$ cat config.mk
export PLATFORM = sky130hd
export DESIGN_NAME = cps_dma_port
export DESIGN_NICKNAME = d
export VERILOG_FILES = /design/src/cps_mem_pkg.sv /design/src/cps_dma_port.sv
export SDC_FILE = /design/constraint.sdc
export NUM_CORES = 1
export LEC_CHECK = 0
export CORE_UTILIZATION = 50
export CTS_CLUSTER_DIAMETER = 200
export DETAILED_ROUTE_END_ITERATION = 7
export DONT_BUFFER_PORTS = 1
export PLACE_DENSITY_LB_ADDON = 0.12
export SYNTH_ARGS = -nofsm -noshare
export SYNTH_HDL_FRONTEND = slang
export SYNTH_SLANG_ARGS = --single-unit
$ cat constraint.sdc
create_clock -name clk_gfx -period 3.46 [get_ports clk_gfx]
set_input_delay 0.346 -clock clk_gfx [delete_from_list [all_inputs] [get_ports clk_gfx]]
set_output_delay 0.346 -clock clk_gfx [all_outputs]
set_load 0.02 [all_outputs]
$ cat src/cps_mem_pkg.sv
//////////////////////////////
// CPS memory package
// Memory map constants, access
// target enum and the request
// structs shared by the ports
//////////////////////////////

`default_nettype none

package cps_mem_pkg;

    // Word address width of one 32K-word memory
    localparam int RAM_AW = 15;

    // 68000 bus word
    localparam int RAM_DW = 16;

    // Video banks present on the board
    localparam int VRAM_BANKS = 3;

    // Absent bank reads and post-reset output value
    localparam logic [RAM_DW-1:0] IDLE_DATA = 16'hffff;

    // Where a CPU access lands
    typedef enum logic [2:0] {
        TGT_WRAM  = 3'd0,
        TGT_VRAM0 = 3'd1,
        TGT_VRAM1 = 3'd2,
        TGT_VRAM2 = 3'd3,
        TGT_NONE  = 3'd4
    } mem_target_e;

    // CPU-side memory port bundle, common to all four memories
    typedef struct packed {
        logic [RAM_AW-1:0] addr;
        logic [RAM_DW-1:0] data;
        // Bit 1 high byte, bit 0 low byte
        logic [1:0]        be;
    } mem_wr_t;

    // Request held by the first CPU stage
    typedef struct packed {
        mem_target_e target;
        mem_wr_t     wr;
        logic        rnw;
        // Set while the request waits for its return cycle
        logic        live;
    } cpu_req_t;

endpackage

`default_nettype wire

$ cat src/cps_dma_port.sv
//////////////////////////////
// Graphics DMA port
// Level-select read pipeline
// into the three video banks
//////////////////////////////

`timescale 1ns/100ps
`default_nettype none

module cps_dma_port (
    input  wire logic                  clk_gfx,
    input  wire logic                  rst,
    input  wire logic                  vram_dma_cs,
    input  wire logic [16:0]           vram_dma_addr,
    output logic [cps_mem_pkg::RAM_AW-1:0] dma_addr,
    input  wire logic [cps_mem_pkg::VRAM_BANKS-1:0][15:0] dma_q,
    output logic                       vram_dma_ok,
    output logic [15:0]                vram_dma_data
);

    logic [cps_mem_pkg::RAM_AW-1:0] cap_addr;
    logic [1:0]  cap_bank;
    logic        cap_valid;
    logic        start;
    logic [1:0]  stage;
    logic [15:0] bank_word;

    // Select is a level, so a new access means a new address
    assign start = vram_dma_cs &
                   (!cap_valid || {cap_bank, cap_addr} != vram_dma_addr);

    always_comb begin
        case (cap_bank)
            2'd0:    bank_word = dma_q[0];
            2'd1:    bank_word = dma_q[1];
            2'd2:    bank_word = dma_q[2];
            default: bank_word = cps_mem_pkg::IDLE_DATA;
        endcase
    end

    always_ff @(posedge clk_gfx or posedge rst) begin
        if (rst) begin
            cap_addr      <= '0;
            cap_bank      <= '0;
            cap_valid     <= 1'b0;
            stage         <= '0;
            vram_dma_ok   <= 1'b0;
            vram_dma_data <= cps_mem_pkg::IDLE_DATA;
        end else begin
            stage <= {stage[0], 1'b0};
            if (start) begin
                cap_addr    <= vram_dma_addr[14:0];
                cap_bank    <= vram_dma_addr[16:15];
                cap_valid   <= 1'b1;
                // Restart drops whatever was in flight
                stage       <= 2'b01;
                vram_dma_ok <= 1'b0;
            end else if (stage[1]) begin
                vram_dma_ok   <= 1'b1;
                vram_dma_data <= bank_word;
            end
        end
    end

    assign dma_addr = cap_addr;

    // ok only once the pipeline has drained
    a_ok_idle: assert property (@(posedge clk_gfx) disable iff (rst)
        vram_dma_ok |-> stage == 2'b00);

endmodule

`default_nettype wire

==> summary.txt <==
Pwr
  – Comb power frac: 17.1%
  – P_leak: 1.02 nW
  – Net Sw Frac: 29.9%
  – P per Cell Area: 451 nW/um^2
  – Peak supply drop: 0.295 mV
  – NetSw: 333 uW
  – Clk pwr share: 34.1%
  – Internal power: 782 uW
  – Sequential share of power: 48.8%
  – Overall Power: 1.12 mW

Min path
  – Hold Crit Class: input port to register
  – Endpoint, Worst Hold: dma_addr[4]
  – Hold depth: 1
  – Hold_sp: vram_dma_addr[4]

Clock network
  – CTS resizes: 0
  – Post-CTS Setup Bufs: 0
  – Worst-path clk slew: 80 ps
  – CTS Root Cell: clkbuf_8
  – CTS Buf Count: 5
  – Worst skew pair latency: 290 ps
  – CTS Buffer Depth: 2
  – CTS tree: yes
  – H-tree level count: 2
  – # clock sinks: 37
  – Hold_buf cts: 0

Route
  – WL final: 5.33 mm
  – ANT nets after route: 0
  – First-pass DRT Iterations: 6
  – DR vias: 1,835
  – Number of remaining DRC errors: 14
  – Per-cell routed wire length: 19.1 um
  – Iteration-0 DRC Markers: 91
  – Via density: 6.58

Critical path
  – Crit end category: register
  – RR Endpoint: dma_addr[6]
  – Worst r2r src: dma_addr[12]
  – Worst reg-to-reg path cell count: 6
  – Crit start category: register
  – Reg-to-reg setup timing slack: 930 ps
  – Critical-path top delay cell: o21ai_2
  – CP Data Arrival Time: 2700 ps
  – Crit-path max FO: 33
  – Critical path class: register to register
  – Cells along the critical path: xor2_1 > nor4_1 > nand3_2 > buf_4 > o21ai_2 > mux2_1
  – CP max stage delay: 570 ps
  – Req. time, crit path: 3630 ps

Global route
  – Met1 usage: 26.6%
  – Largest net degree at the start of global routing: 42
  – GRT Overall Usage: 22.6%
  – Met3 Use GR: 6.70%
  – Vias in the first global route: 1,879
  – Met2 Track Usage GR: 40.2%
  – Grt total ovfl: 0
  – Wire length of the first global-routing pass: 8.85 mm
  – Busiest grt layer: met2
  – Initial antenna violation count: 0

Placed design
  – Placer congestion estimate: 0.699
  – Placed cells: 271
  – # port buffers: 0
  – Hpwl dp: 3.61 mm

Yosys
  – Synth unique cells: 24
  – Post-synthesis async set-or-reset flop share: 100%
  – #FFs+latches synth: 37
  – Syn_nets: 303
  – Synth warn: 0
  – Avg Synthesized Cell Area: 10.0 um^2
  – Cells after synthesis: 235
  – Sequential cell area fraction in the yosys report: 40.3%
  – Post-synth top flop: dfrtp_1
  – Netlist Area Pre-Place: 2350 um^2
  – Post-synth EDFFs: 0

Timing
  – Fmax: 0.395 GHz
  – Final Critical Period: 2530 ps
  – Setup violators final: 0
  – Setup_tns: 0 ps
  – Final Hold Vio Count: 0
  – WHS: 185 ps
  – Final Cycle Share: 73.2%
  – RSZ-0062 raised after global routing: false
  – Skew final: 6.34 ps
  – Max-slew violations: 0
  – Slew HR: 27.1%
  – Measured slew at the worst slew-check pin: 1090 ps

Status
  – Failing checks: design-rule violations
  – Status: finished with violations

Floorplan
  – Core Area: 4440 um^2
  – Die Y: 70.6 um
  – Die Wd: 70.6 um
  – Initial core utilization: 52.9%
  – Num rows: 24
  – IO Pins: 100
  – Die area: 4980 um^2

Final layout
  – Fillcell total: 400
  – Area Growth Syn to Fin: 5.27%
  – Fin cells: 279
  – Layout Nets: 294
  – Ant diodes: 0
  – Post-layout util: 55.7%
  – Layout cell share with drive strength beyond 1: 25.1%

Run
  – Max-Cap Viols: 0
==> cells in the mapped netlist (all sizes together) (2+ instances only) <==
| cell | instances | area, um^2 |
|---|---|---|
| nand3 | 34 | 175 |
| dfrtp | 21 | 526 |
| xor2 | 16 | 140 |
| inv | 18 | 67.6 |
| clkbuf | 12 | 45.0 |
| a31oi | 16 | 100 |
| o22ai | 32 | 200 |
| dfstp | 16 | 420 |
| buf | 10 | 56.3 |
| nand2b | 2 | 12.5 |
| or4b | 16 | 160 |
| nor4 | 4 | 37.5 |
| mux2 | 33 | 372 |
==> registers in the layout, summed over array words and instances, names as in the netlist <==
signal / count
cap_valid: 1
dma_addr: 15
vram_dma_ok: 1
stage: 2
vram_dma_data: 16
cap_bank: 2
==> critical path: cells and delay by family, from the launching register on <==
kind,cells,cell delay [ps]
compound gates,1,570
simple gates,2,520
flops,1,480
mux,1,400
buf+inv,1,250
xor+xnor,1,200
==> power groups by stage <==
| stage | logic [mW] | registers [mW] | clock network (mW) |
|---|---|---|---|
| 6_report | 0.191 | 0.544 | 0.380 |
| 5_1_grt | 0.215 | 0.550 | 0.408 |
| 4_1_cts | 0.193 | 0.545 | 0.394 |
| 3_5_place_dp | 0.192 | 0.553 | 0 |
| 3_3_place_gp | 0.183 | 0.550 | 0 |
| 2_1_floorplan | 0.170 | 0.543 | 0 |
==> stage by stage <==
step | cell area [um^2] | setup WS (ps)
final | 2470 | 926
after global routing | 2470 | 724
after CTS | 2470 | 905
after detailed placement | 2360 | 928
after global placement | 2360 | 982
after floorplan | 2350 | 1470
==> cells by family after synthesis <==
| family | Yosys count | synth area share [%] |
|---|---|---|
| and+or+nand+nor | 58 | 16.9 |
| AOI/OAI and AO/OA | 50 | 13.5 |
| buffers and inverters | 40 | 7.19 |
| DFF | 37 | 40.3 |
| muxes | 33 | 15.8 |
| xor gates and xnor gates | 17 | 6.34 |
==> cell type report <==
cell class / instances / area, um^2 / area share, %
clock buffers: 5 / 68.8 / 2.78
multi-input cells: 158 / 1230 / 49.9
clock inverters: 3 / 46.3 / 1.87
repair buffers: 6 / 45.0 / 1.82
flip-flops and latches: 37 / 946 / 38.2
inverters: 18 / 67.6 / 2.73
well taps: 52 / 65.1 / 2.63
==> metal layers <==
metal / routed length [um] / up-vias
li1: - / 862
met1: 2180 / 892
met2: 2730 / 75
met3: 357 / 6
met4: 59 / 0
met5: 0 / -
==> cells in the final DEF (no fill, tap or decap) <==
cell type,netlist,final
nand3_1,33,33
xnor2_1,1,1
o21ai_2,1,1
nand3_2,1,1
mux2_2,22,22
and2_1,1,1
clkbuf_8,0,5
dfrtp_1,21,21
mux2_1,11,11
dfstp_2,16,16
clkinv_4,0,1
clkinvlp_4,0,1
or4b_1,16,16
o21a_1,1,1
bufinv_16,0,1
or2_2,1,1
nor4_1,2,2
a31oi_1,16,16
nand2b_1,2,2
nor4_2,2,2
buf_4,1,6
o22ai_1,32,32
inv_1,18,18
xor2_1,16,16
==> worst max path at each step <==
stage	startpoint	endpoint	slack, ps	depth (start not counted)
6_report	dma_addr[12]	dma_addr[6]	930	6
5_1_grt	dma_addr[12]	dma_addr[6]	720	6
4_1_cts	dma_addr[12]	dma_addr[6]	910	6
2_1_floorplan	dma_addr[6]	dma_addr[0]	1470	6
3_5_place_dp	dma_addr[12]	dma_addr[6]	930	6
3_3_place_gp	dma_addr[12]	dma_addr[0]	980	6
(Power assumes the default switching activity.)
