--- src/cps_mem_pkg.sv ---
//////////////////////////////
// CPS memory package
// Memory map constants, access
// target enum and the request
// structs shared by the ports
//////////////////////////////

`default_nettype none

package cps_mem_pkg;

    // Word address width of one 32K-word memory
    localparam int RAM_AW = 15;

    // 68000 bus word
    localparam int RAM_DW = 16;

    // Video banks present on the board
    localparam int VRAM_BANKS = 3;

    // Absent bank reads and post-reset output value
    localparam logic [RAM_DW-1:0] IDLE_DATA = 16'hffff;

    // Where a CPU access lands
    typedef enum logic [2:0] {
        TGT_WRAM  = 3'd0,
        TGT_VRAM0 = 3'd1,
        TGT_VRAM1 = 3'd2,
        TGT_VRAM2 = 3'd3,
        TGT_NONE  = 3'd4
    } mem_target_e;

    // CPU-side memory port bundle, common to all four memories
    typedef struct packed {
        logic [RAM_AW-1:0] addr;
        logic [RAM_DW-1:0] data;
        // Bit 1 high byte, bit 0 low byte
        logic [1:0]        be;
    } mem_wr_t;

    // Request held by the first CPU stage
    typedef struct packed {
        mem_target_e target;
        mem_wr_t     wr;
        logic        rnw;
        // Set while the request waits for its return cycle
        logic        live;
    } cpu_req_t;

endpackage

`default_nettype wire

--- src/cps_cpu_port.sv ---
//////////////////////////////
// CPU memory port
// Captures 68000 requests on the
// select edge and returns the
// read word with main_ram_ok
//////////////////////////////

`timescale 1ns/100ps
`default_nettype none

module cps_cpu_port (
    input  wire logic                  clk_cpu,
    input  wire logic                  rst,
    input  wire logic                  main_ram_cs,
    input  wire logic                  main_vram_cs,
    input  wire logic                  main_rnw,
    input  wire logic [1:0]            dsn,
    input  wire logic [16:0]           main_ram_addr,
    input  wire logic [15:0]           main_dout,
    output logic                       main_ram_ok,
    output logic [15:0]                main_ram_data,
    output cps_mem_pkg::mem_wr_t       mem_wr,
    output logic [1:0]                 wram_we,
    output logic [cps_mem_pkg::VRAM_BANKS-1:0][1:0] vram_we,
    input  wire logic [15:0]           wram_q,
    input  wire logic [cps_mem_pkg::VRAM_BANKS-1:0][15:0] vram_q
);

    cps_mem_pkg::cpu_req_t    req;
    cps_mem_pkg::mem_target_e target;
    logic        cs_last;
    logic        start;
    logic [1:0]  be;
    logic [1:0]  stage;
    logic [15:0] ret_word;

    assign start = (main_ram_cs | main_vram_cs) & ~cs_last;

    // Byte strobes only matter on writes
    assign be = ~dsn & {2{~main_rnw}};

    always_comb begin
        if (main_ram_cs) begin
            target = cps_mem_pkg::TGT_WRAM;
        end else begin
            case (main_ram_addr[16:15])
                2'd0:    target = cps_mem_pkg::TGT_VRAM0;
                2'd1:    target = cps_mem_pkg::TGT_VRAM1;
                2'd2:    target = cps_mem_pkg::TGT_VRAM2;
                default: target = cps_mem_pkg::TGT_NONE;
            endcase
        end
    end

    // Word picked in the return cycle
    always_comb begin
        case (req.target)
            cps_mem_pkg::TGT_WRAM:  ret_word = wram_q;
            cps_mem_pkg::TGT_VRAM0: ret_word = vram_q[0];
            cps_mem_pkg::TGT_VRAM1: ret_word = vram_q[1];
            cps_mem_pkg::TGT_VRAM2: ret_word = vram_q[2];
            default:                ret_word = cps_mem_pkg::IDLE_DATA;
        endcase
    end

    always_ff @(posedge clk_cpu or posedge rst) begin
        if (rst) begin
            cs_last       <= 1'b0;
            req           <= '{target: cps_mem_pkg::TGT_NONE, default: '0};
            wram_we       <= '0;
            vram_we       <= '0;
            stage         <= '0;
            main_ram_ok   <= 1'b0;
            main_ram_data <= cps_mem_pkg::IDLE_DATA;
        end else begin
            cs_last <= main_ram_cs | main_vram_cs;
            stage   <= {stage[0], 1'b0};
            // Enables last one cycle only
            wram_we <= '0;
            vram_we <= '0;
            if (start) begin
                req.target  <= target;
                req.wr.addr <= main_ram_addr[14:0];
                req.wr.data <= main_dout;
                req.wr.be   <= be;
                req.rnw     <= main_rnw;
                req.live    <= 1'b1;
                stage       <= 2'b01;
                main_ram_ok <= 1'b0;
                if (target == cps_mem_pkg::TGT_WRAM) begin
                    wram_we <= be;
                end
                for (int b = 0; b < cps_mem_pkg::VRAM_BANKS; b++) begin
                    if (main_vram_cs && main_ram_addr[16:15] == b[1:0]) begin
                        vram_we[b] <= be;
                    end
                end
            end else if (stage[1] && req.live) begin
                req.live    <= 1'b0;
                main_ram_ok <= 1'b1;
                // Write data is left as it was
                if (req.rnw) begin
                    main_ram_data <= ret_word;
                end
            end
        end
    end

    assign mem_wr = req.wr;

    // The CPU decoder never selects both memories
    a_one_cs: assert property (@(posedge clk_cpu) disable iff (rst)
        !(main_ram_cs && main_vram_cs));

    // Only one memory is written per access
    a_one_we: assert property (@(posedge clk_cpu) disable iff (rst)
        $onehot0({|wram_we, |vram_we[2], |vram_we[1], |vram_we[0]}));

endmodule

`default_nettype wire

--- config.mk ---
export PLATFORM = sky130hd
export DESIGN_NAME = cps_cpu_port
export DESIGN_NICKNAME = d
export VERILOG_FILES = /design/src/cps_mem_pkg.sv /design/src/cps_cpu_port.sv
export SDC_FILE = /design/constraint.sdc
export NUM_CORES = 1
export LEC_CHECK = 0
export BUFFER_PORTS_ARGS = -buffer_cell sky130_fd_sc_hd__buf_2
export CORE_MARGIN = 2
export CORE_UTILIZATION = 36
export DETAILED_ROUTE_END_ITERATION = 10
export PLACE_DENSITY = 0.66
export SLEW_MARGIN = 20
export SYNTH_ARGS = -nofsm -noshare
export SYNTH_HDL_FRONTEND = slang
export SYNTH_SLANG_ARGS = --single-unit
--- constraint.sdc ---
create_clock -name clk_cpu -period 2.65 [get_ports clk_cpu]
set_input_delay 0.6625 -clock clk_cpu [delete_from_list [all_inputs] [get_ports clk_cpu]]
set_output_delay 0.6625 -clock clk_cpu [all_outputs]
set_load 0.03 [all_outputs]
==> metrics.md, run 1 <==
| Metric | Value |
|---|---|
| Run status | `complete, no violations` |
| Setup slack, reg-to-reg | `between 1 and 1.5 ns` |
| Clk_lat worst skew | `0.33 ns` |
| Final Hold Vio Count | `0` |
| 1st-pass router iterations | `3` |
| Placer Congestion | `about 0.73` |
| Slew margin rel. | `a little over half` |
| DRC viols | `0` |
| Number of flops mapped to enable cells by yosys | `0` |
| Fin Hold WS | `~0.39 ns` |
| Top-count cell post-synth | `dfrtp_1` |
| Layout Nets | `between 400 and 500` |
| Worst setup EP type | `primary output` |
| Routed Wire Length | `~6.4 mm` |
| Vias | `around 2200` |
| # Post-CTS Setup Buffers | `0` |
| Max clock buf depth | `2` |
| H-Tree Depth | `3` |
| RSZ-0062 raised after global routing | `false` |
| #FFs+latches synth | `66` |
| Filler Cells Inserted | `785` |
| Cts bufs inserted | `9` |
| Die width | `~97 um` |
| Post-Synthesis Cells | `220` |
| Crit path DAT | `1.06 ns` |
| I/O Buffers | `~160` |
| Dpl cells | `444` |
| Synth top area cells | `dfrtp_1 39%, dfstp_2 14%, mux2_2 12%` |
| Setup ws final | `approximately 0.93 ns` |
| Post-layout util | `47.94%` |
| Post-CTS resize count | `0` |
| Asr flop ratio synth | `100.0%` |
| Initial antenna violation count | `0` |
| Register area share after synthesis | `between 50% and 60%` |
| Post-DP HPWL | `4.921 mm` |
| Fraction of layout cells with a size suffix above 1 | `roughly 70%` |
| Initial DRC count | `21` |
| Die Y | `around 97 um` |
| Total core area | `between 8000 and 9000 um^2` |
| VDD IR-drop max | `333.7 uV` |
| CTS tree | `done` |
| Ys flop type | `dfrtp_1` |
| Multi-input gate area | `1119 um^2` |
| Commonest cells post-synth | `49 x dfrtp_1, 35 x buf_4, 32 x mux2_2` |
| Hold Buf Count CTS | `0` |
| Top cell type by total area after synthesis | `dfrtp_1` |
| Die Footprint | `around 9400 um^2` |
| Slowest-stage cell, CP | `dfstp_2` |
| Buf/Inv on CP | `1` |
| Cell family with most CP delay | `flip-flops` |
| Vias in the first global route | `~2200` |
| Yosys Warn Count | `0` |
| Dpl ws | `0.5676 ns` |
| Worst path max stage delay | `about 0.54 ns` |
| Syn nets | `around 330` |
| Critical path depth in cells | `1` |
| Register area | `~1700 um^2` |
| Critical path type | `register to primary output` |
| Max Freq | `approximately 0.58 GHz` |
| Total grt overflow | `0` |
| Netlist cell types | `25` |
| First-pass GRT wire length | `about 11 mm` |
| # diodes | `0` |
| Post-DR wirelength/cell | `13.89 um` |
| Total I/O pin count | `~160` |
| Final setup fails | `0` |
| FF-to-FF path depth | `5` |
| Filler-free cell count of the finished design | `460` |
| FP Rows | `33` |
| Maxcap violations | `0` |
| Pin count of the biggest net entering global routing | `67` |
| Synth Cell Area | `around 3100 um^2` |
| Clock Tree Root | `clkbuf_8` |
| Post-route minimum period | `between 1.5 and 2 ns` |
| Initial Util | `between 30% and 40%` |
| Maximum fanout along the worst path | `2` |
| Post-Route Setup TNS | `0 ns` |
| Yosys top cell area share | `around 39%` |
| Worst EP required | `roughly 2.0 ns` |
| Layout area overhead | `27.40%` |
| Worst-Margin Slew | `just under 0.7 ns` |
| Critical Path Start Type | `register` |
| Crit-path cells | `buf_2` |
| Routed vias/inst | `roughly 4.7` |
| CTS sink count | `66` |
| Clock transition at the registers of the reported paths | `0.07 ns` |
| Final period utilization | `between 60% and 70%` |
| Worst Clk Skew | `around 0.010 ns` |
| Power Density | `between 800 and 900 nW/um^2` |
| Leak Pwr | `around 1.9 nW` |
| Max Transition Viols Final | `0` |
| Avg Cell Area, Syn | `14.20 um^2` |
| Post-route ant nets | `0` |
| Total Routing Usage GR | `around 14%` |
| Worst Hold Class | `input port to async pin` |
[metrics by stage]
step | total power, mW | instance area, um^2
detailed placement | 2.581 | 3790
CTS | 3.407 | 3979
floorplan | 2.358 | 3123
finish | 3.358 | 3979
global route | 3.535 | 3979
global placement | 2.558 | 3790
[worst reg2reg max path: stages (launching register included)]
cell and delay (ns):
dfrtp_1 0.34, o21bai_4 0.11, buf_4 0.46, nor2b_1 0.20
buf_4 0.22, o22a_1 0.17
[per-layer routing]
layer	vias up	share of wire (%)	track usage (%)
met5	-	0	0
met4	0	0.30	4.225
met3	4	9.3	4.748
met2	98	49	23.45
met1	1056	41	15.90
li1	1014	-	-
[sequential cells by signal, indices dropped and copies added (netlist names)]
register / flops
wram_we: 2
stage: 2
vram_we: 6
mem_wr: 33
cs_last: 1
main_ram_data: 16
req: 5
main_ram_ok: 1
[final timing paths]
kind / startpoint / endpoint
min in group clk_cpu: stage[0] / stage[1]
worst max register to register: cs_last / main_ram_data[5]
worst min register to register: stage[0] / stage[1]
max in group asynchronous: rst / req[37]
worst max-delay path: main_ram_data[0] / main_ram_data[0]
worst min-delay path: rst / mem_wr[16]
[where the power goes]
group / internal, mW / switching (mW) / total, mW
combinational: 0.448 / 0.667 / 1.11
clock: 0.459 / 0.356 / 0.815
sequential: 1.31 / 0.120 / 1.43
[logic make-up (layout without fill, tap and decap cells)]
group                    Yosys count  in the layout  share of synthesized area (%)
AND/OR/NAND/NOR                   26             26                          4.527
buffers and inverters             51            186                          10.86
adder cells (fa/ha/maj)            4              4                          1.603
multiplexers                      48             48                          23.08
AO/OA/AOI/OAI                     25             25                          6.370
flip-flops                        66             66                          53.57
[area by class of cell]
class	count	area share, %
repair buffers	165	21.32
well taps	105	3.302
clock buffers	13	3.742
clock inverters	3	1.006
flip-flops and latches	66	42.04
multi-input cells	103	28.11
inverters	5	0.4717
[cell usage in the layout, fill, tap and decap left out, types with 4 or more instances in the layout]
master / Yosys / layout
buf_2: 7 / 161
dfrtp_1: 49 / 49
mux2_2: 32 / 32
dfstp_2: 17 / 17
mux4_2: 16 / 16
o22a_1: 16 / 16
clkbuf_8: 0 / 10
and2_1: 7 / 7
nand2_1: 5 / 5
inv_1: 5 / 4
ha_1: 4 / 4
Note: power is estimated with default switching activity, not from simulation.
==> run 2, diff against run 1 <==
Settings changed: ABC_AREA from default to 1, PLACE_DENSITY 0.66 to 0.67.
Clock period 2.65 ns to 1.4 ns, I/O delays scaled along.
==> metrics.md, run 2 <==
| Metric | Value |
|---|---|
| Routed vias/inst | `4.575 (was 4.722)` |
| Met2 Usage GRT | `28.46% (was 23.45%)` |
| #FFs+latches synth | `66 (unchanged)` |
| Synth Cell Area | `3487 um^2 (was 3123 um^2)` |
| Commonest non-fill, non-tap cell in the layout | `buf_2 (unchanged)` |
| RSZ-0062 raised after global routing | `true (was false)` |
| Max clock buf depth | `2 (unchanged)` |
| Yosys top cell area share | `35.16% (was 39.26%)` |
| Commonest cells post-synth | `127 x nand2_1, 60 x nor2_1, 49 x dfrtp_1 (was 49 x dfrtp_1, 35 x buf_4, 32 x mux2_2)` |
| Initial DRC count | `154 (was 21)` |
| Worst path max stage delay | `0.55 ns (was 0.54 ns)` |
| Filler Cells Inserted | `933 (was 785)` |
| Cell family with most CP delay | `flip-flops (unchanged)` |
| Post-Route Setup TNS | `0 ns (unchanged)` |
| Post-layout util | `49.63% (was 47.94%)` |
| Clk_lat worst skew | `0.34 ns (was 0.33 ns)` |
| Maximum fanout along the worst path | `2 (unchanged)` |
| Buf/Inv on CP | `1 (unchanged)` |
| Synth top area cells | `dfrtp_1 35%, nand2_1 14%, dfstp_2 13% (was dfrtp_1 39%, dfstp_2 14%, mux2_2 12%)` |
| Top cell type by total area after synthesis | `dfrtp_1 (unchanged)` |
| I/O Buffers | `161 (unchanged)` |
| # diodes | `0 (unchanged)` |
| Leak Pwr | `2.640 nW (was 1.928 nW)` |
| Total Routing Usage GR | `17.77% (was 13.59%)` |
| Critical path depth in cells | `1 (unchanged)` |
| Die width | `102.4 um (was 97.14 um)` |
| Worst Hold Class | `input port to async pin (unchanged)` |
| Slew margin rel. | `76.35% (was 54.49%)` |
| Crit-path cells | `buf_6 (was buf_2)` |
| Asr flop ratio synth | `100.0% (unchanged)` |
| Die Y | `102.4 um (was 97.14 um)` |
| Worst-Margin Slew | `0.3536 ns (was 0.6826 ns)` |
| Critical path type | `register to primary output (unchanged)` |
| Layout Nets | `692 (was 458)` |
| Register area share after synthesis | `47.97% (was 53.57%)` |
| CTS tree | `done (unchanged)` |
| Vias | `3285 (was 2172)` |
| Total core area | `9328 um^2 (was 8299 um^2)` |
| Worst EP required | `1.05 ns (was 1.99 ns)` |
| Worst Clk Skew | `0.01258 ns (was 0.009991 ns)` |
| Routing usage on met3 | `4.720% (was 4.748%)` |
| Fin Hold WS | `0.05931 ns (was 0.3893 ns)` |
| Die Footprint | `10490 um^2 (was 9436 um^2)` |
| Total grt overflow | `0 (unchanged)` |
| Post-Place Cell Area | `4223 um^2 (was 3790 um^2)` |
| Met1 GRT Util | `23.07% (was 15.90%)` |
| Worst setup path end | `main_ram_data[10] (was main_ram_data[0])` |
| Register area | `1673 um^2 (unchanged)` |
| Syn nets | `560 (was 328)` |
| Largest register FFs | `33 (unchanged)` |
| Clock transition at the registers of the reported paths | `0.08 ns (was 0.07 ns)` |
| RR Startpoint | `req[37] (was cs_last)` |
| Final Hold Vio Count | `0 (unchanged)` |
| Netlist cell types | `20 (was 25)` |
| Post-DR wirelength/cell | `12.93 um (was 13.89 um)` |
| Power Density | `1619 nW/um^2 (was 843.9 nW/um^2)` |
| Run status | `complete, no violations (unchanged)` |
| Worst setup EP type | `primary output (unchanged)` |
| Vias in the first global route | `3093 (was 2247)` |
| Routed Wire Length | `9.283 mm (was 6.389 mm)` |
| Final period utilization | `97.71%` |
| Layout area overhead | `32.76% (was 27.40%)` |
| Number of flops mapped to enable cells by yosys | `0 (unchanged)` |
| Avg Cell Area, Syn | `7.715 um^2 (was 14.20 um^2)` |
| VDD IR-drop max | `601.3 uV (was 333.7 uV)` |
| Final setup fails | `0 (unchanged)` |
| Post-DP HPWL | `6.820 mm (was 4.921 mm)` |
| Clock Tree Root | `clkbuf_8 (unchanged)` |
| Setup slack, reg-to-reg | `0.05 ns (was 1.08 ns)` |
| FF-to-FF path depth | `7 (was 5)` |
| Placer Congestion | `0.8200 (was 0.7265)` |
| Design Power | `7.494 mW (was 3.358 mW)` |
| Hold Buf Count CTS | `0 (unchanged)` |
| Initial antenna violation count | `0 (unchanged)` |
| R2R Path End | `main_ram_data[6] (was main_ram_data[5])` |
| Total I/O pin count | `162 (unchanged)` |
| Max Transition Viols Final | `0 (unchanged)` |
| Yosys Warn Count | `0 (unchanged)` |
| Top-count cell post-synth | `nand2_1 (was dfrtp_1)` |
| Max Freq | `between 0.7 and 0.8 GHz` |
| Most frequent cells in the layout | `145 x buf_2, 126 x nand2_1, 59 x nor2_1, 49 x dfrtp_1, 42 x inv_1 (was 161 x buf_2, 49 x dfrtp_1, 32 x mux2_2, 17 x dfstp_2)` |
| FP Rows | `35 (was 33)` |
| Pin count of the biggest net entering global routing | `40 (was 67)` |
| Ys flop type | `dfrtp_1 (unchanged)` |
| Maxcap violations | `0 (unchanged)` |
| Cts bufs inserted | `9 (unchanged)` |
| H-Tree Depth | `3 (unchanged)` |
| Post-route minimum period | `roughly 1.4 ns` |
| Initial Util | `37.38% (was 37.63%)` |
| Critical Path Start Type | `register (unchanged)` |
| CTS sink count | `66 (unchanged)` |
| Multi-input gate area | `1290 um^2 (was 1119 um^2)` |
| First-pass GRT wire length | `14.41 mm (was 10.53 mm)` |
| Fraction of layout cells with a size suffix above 1 | `37.52% (was 69.30%)` |
| Slowest-stage cell, CP | `dfstp_2 (unchanged)` |
| Post-Synthesis Cells | `452 (was 220)` |
| 1st-pass router iterations | `4 (was 3)` |
| Crit path DAT | `1.02 ns (was 1.06 ns)` |
| DRC viols | `0 (unchanged)` |
| Final Cell Area | `4629 um^2 (was 3979 um^2)` |
| Crit path from | `main_ram_data[10] (was main_ram_data[0])` |
| Most used routing layer | `met2 (unchanged)` |
| Post-route ant nets | `0 (unchanged)` |
[run 2: cell type report]
type                            count  area share [%]
Sequential cell                    66           36.14
Tap cell                          129           3.486
Timing Repair Buffer              178           22.86
Inverter                           45           3.730
Clock buffer                       10           2.973
Multi-Input combinational cell    284           27.86
Clock inverter                      6           2.946
[run 2: worst reg2reg max path, delay by kind of cell, from the launching register on]
kind,cells,cell delay (ns)
AO/OA/AOI/OAI,1,0.09
AND/OR/NAND/NOR,4,0.32
buffers and inverters,2,0.34
flip-flops,1,0.53
[run 2: power by group]
part	total, mW	internal (mW)	switching [mW]
Sequential	2.75	2.47	0.278
Combinational	2.57	0.999	1.57
Clock	2.18	1.42	0.757
Total	7.49	4.89	2.60
[run 2: routing by layer]
metal	vias to the layer above	wire, um
li1	1639	-
met1	1517	4059
met2	113	4465
met3	16	576
met4	0	182
met5	-	0
[run 2: worst min path at each step]
stage                             to     start  cells after the start
after global routing      mem_wr[27]       rst                      3
after floorplan               req[0]  stage[1]                      1
final                     mem_wr[27]       rst                      3
after detailed placement      req[0]       rst                      3
after CTS                 mem_wr[22]       rst                      3
after global placement    mem_wr[22]       rst                      3
[run 2: kinds of logic (layout without fill, tap and decap cells)]
kind of cell	after synthesis	in the layout	share of synthesized area, %
AO/OA/AOI/OAI	55	55	8.468
adder cells (fa/ha/maj)	4	4	1.435
buffers and inverters	102	239	15.39
flip-flops	66	66	47.97
AND/OR/NAND/NOR	225	225	26.73
[run 2: metrics by stage]
stage | instances | worst slack, ns
after floorplan | 452 | 0.1906
after global placement | 699 | 0.05044
after detailed placement | 699 | -0.008005
after CTS | 715 | 0.0006284
after global routing | 718 | -0.01190
final | 718 | 0.03212
[run 2: timing repair]
action | 4_1_cts | 5_1_grt
gates resized for setup | 19 | 16
setup endpoints to repair | 16 | 32
buffers inserted | 0 | 3
pin swaps | 0 | 1
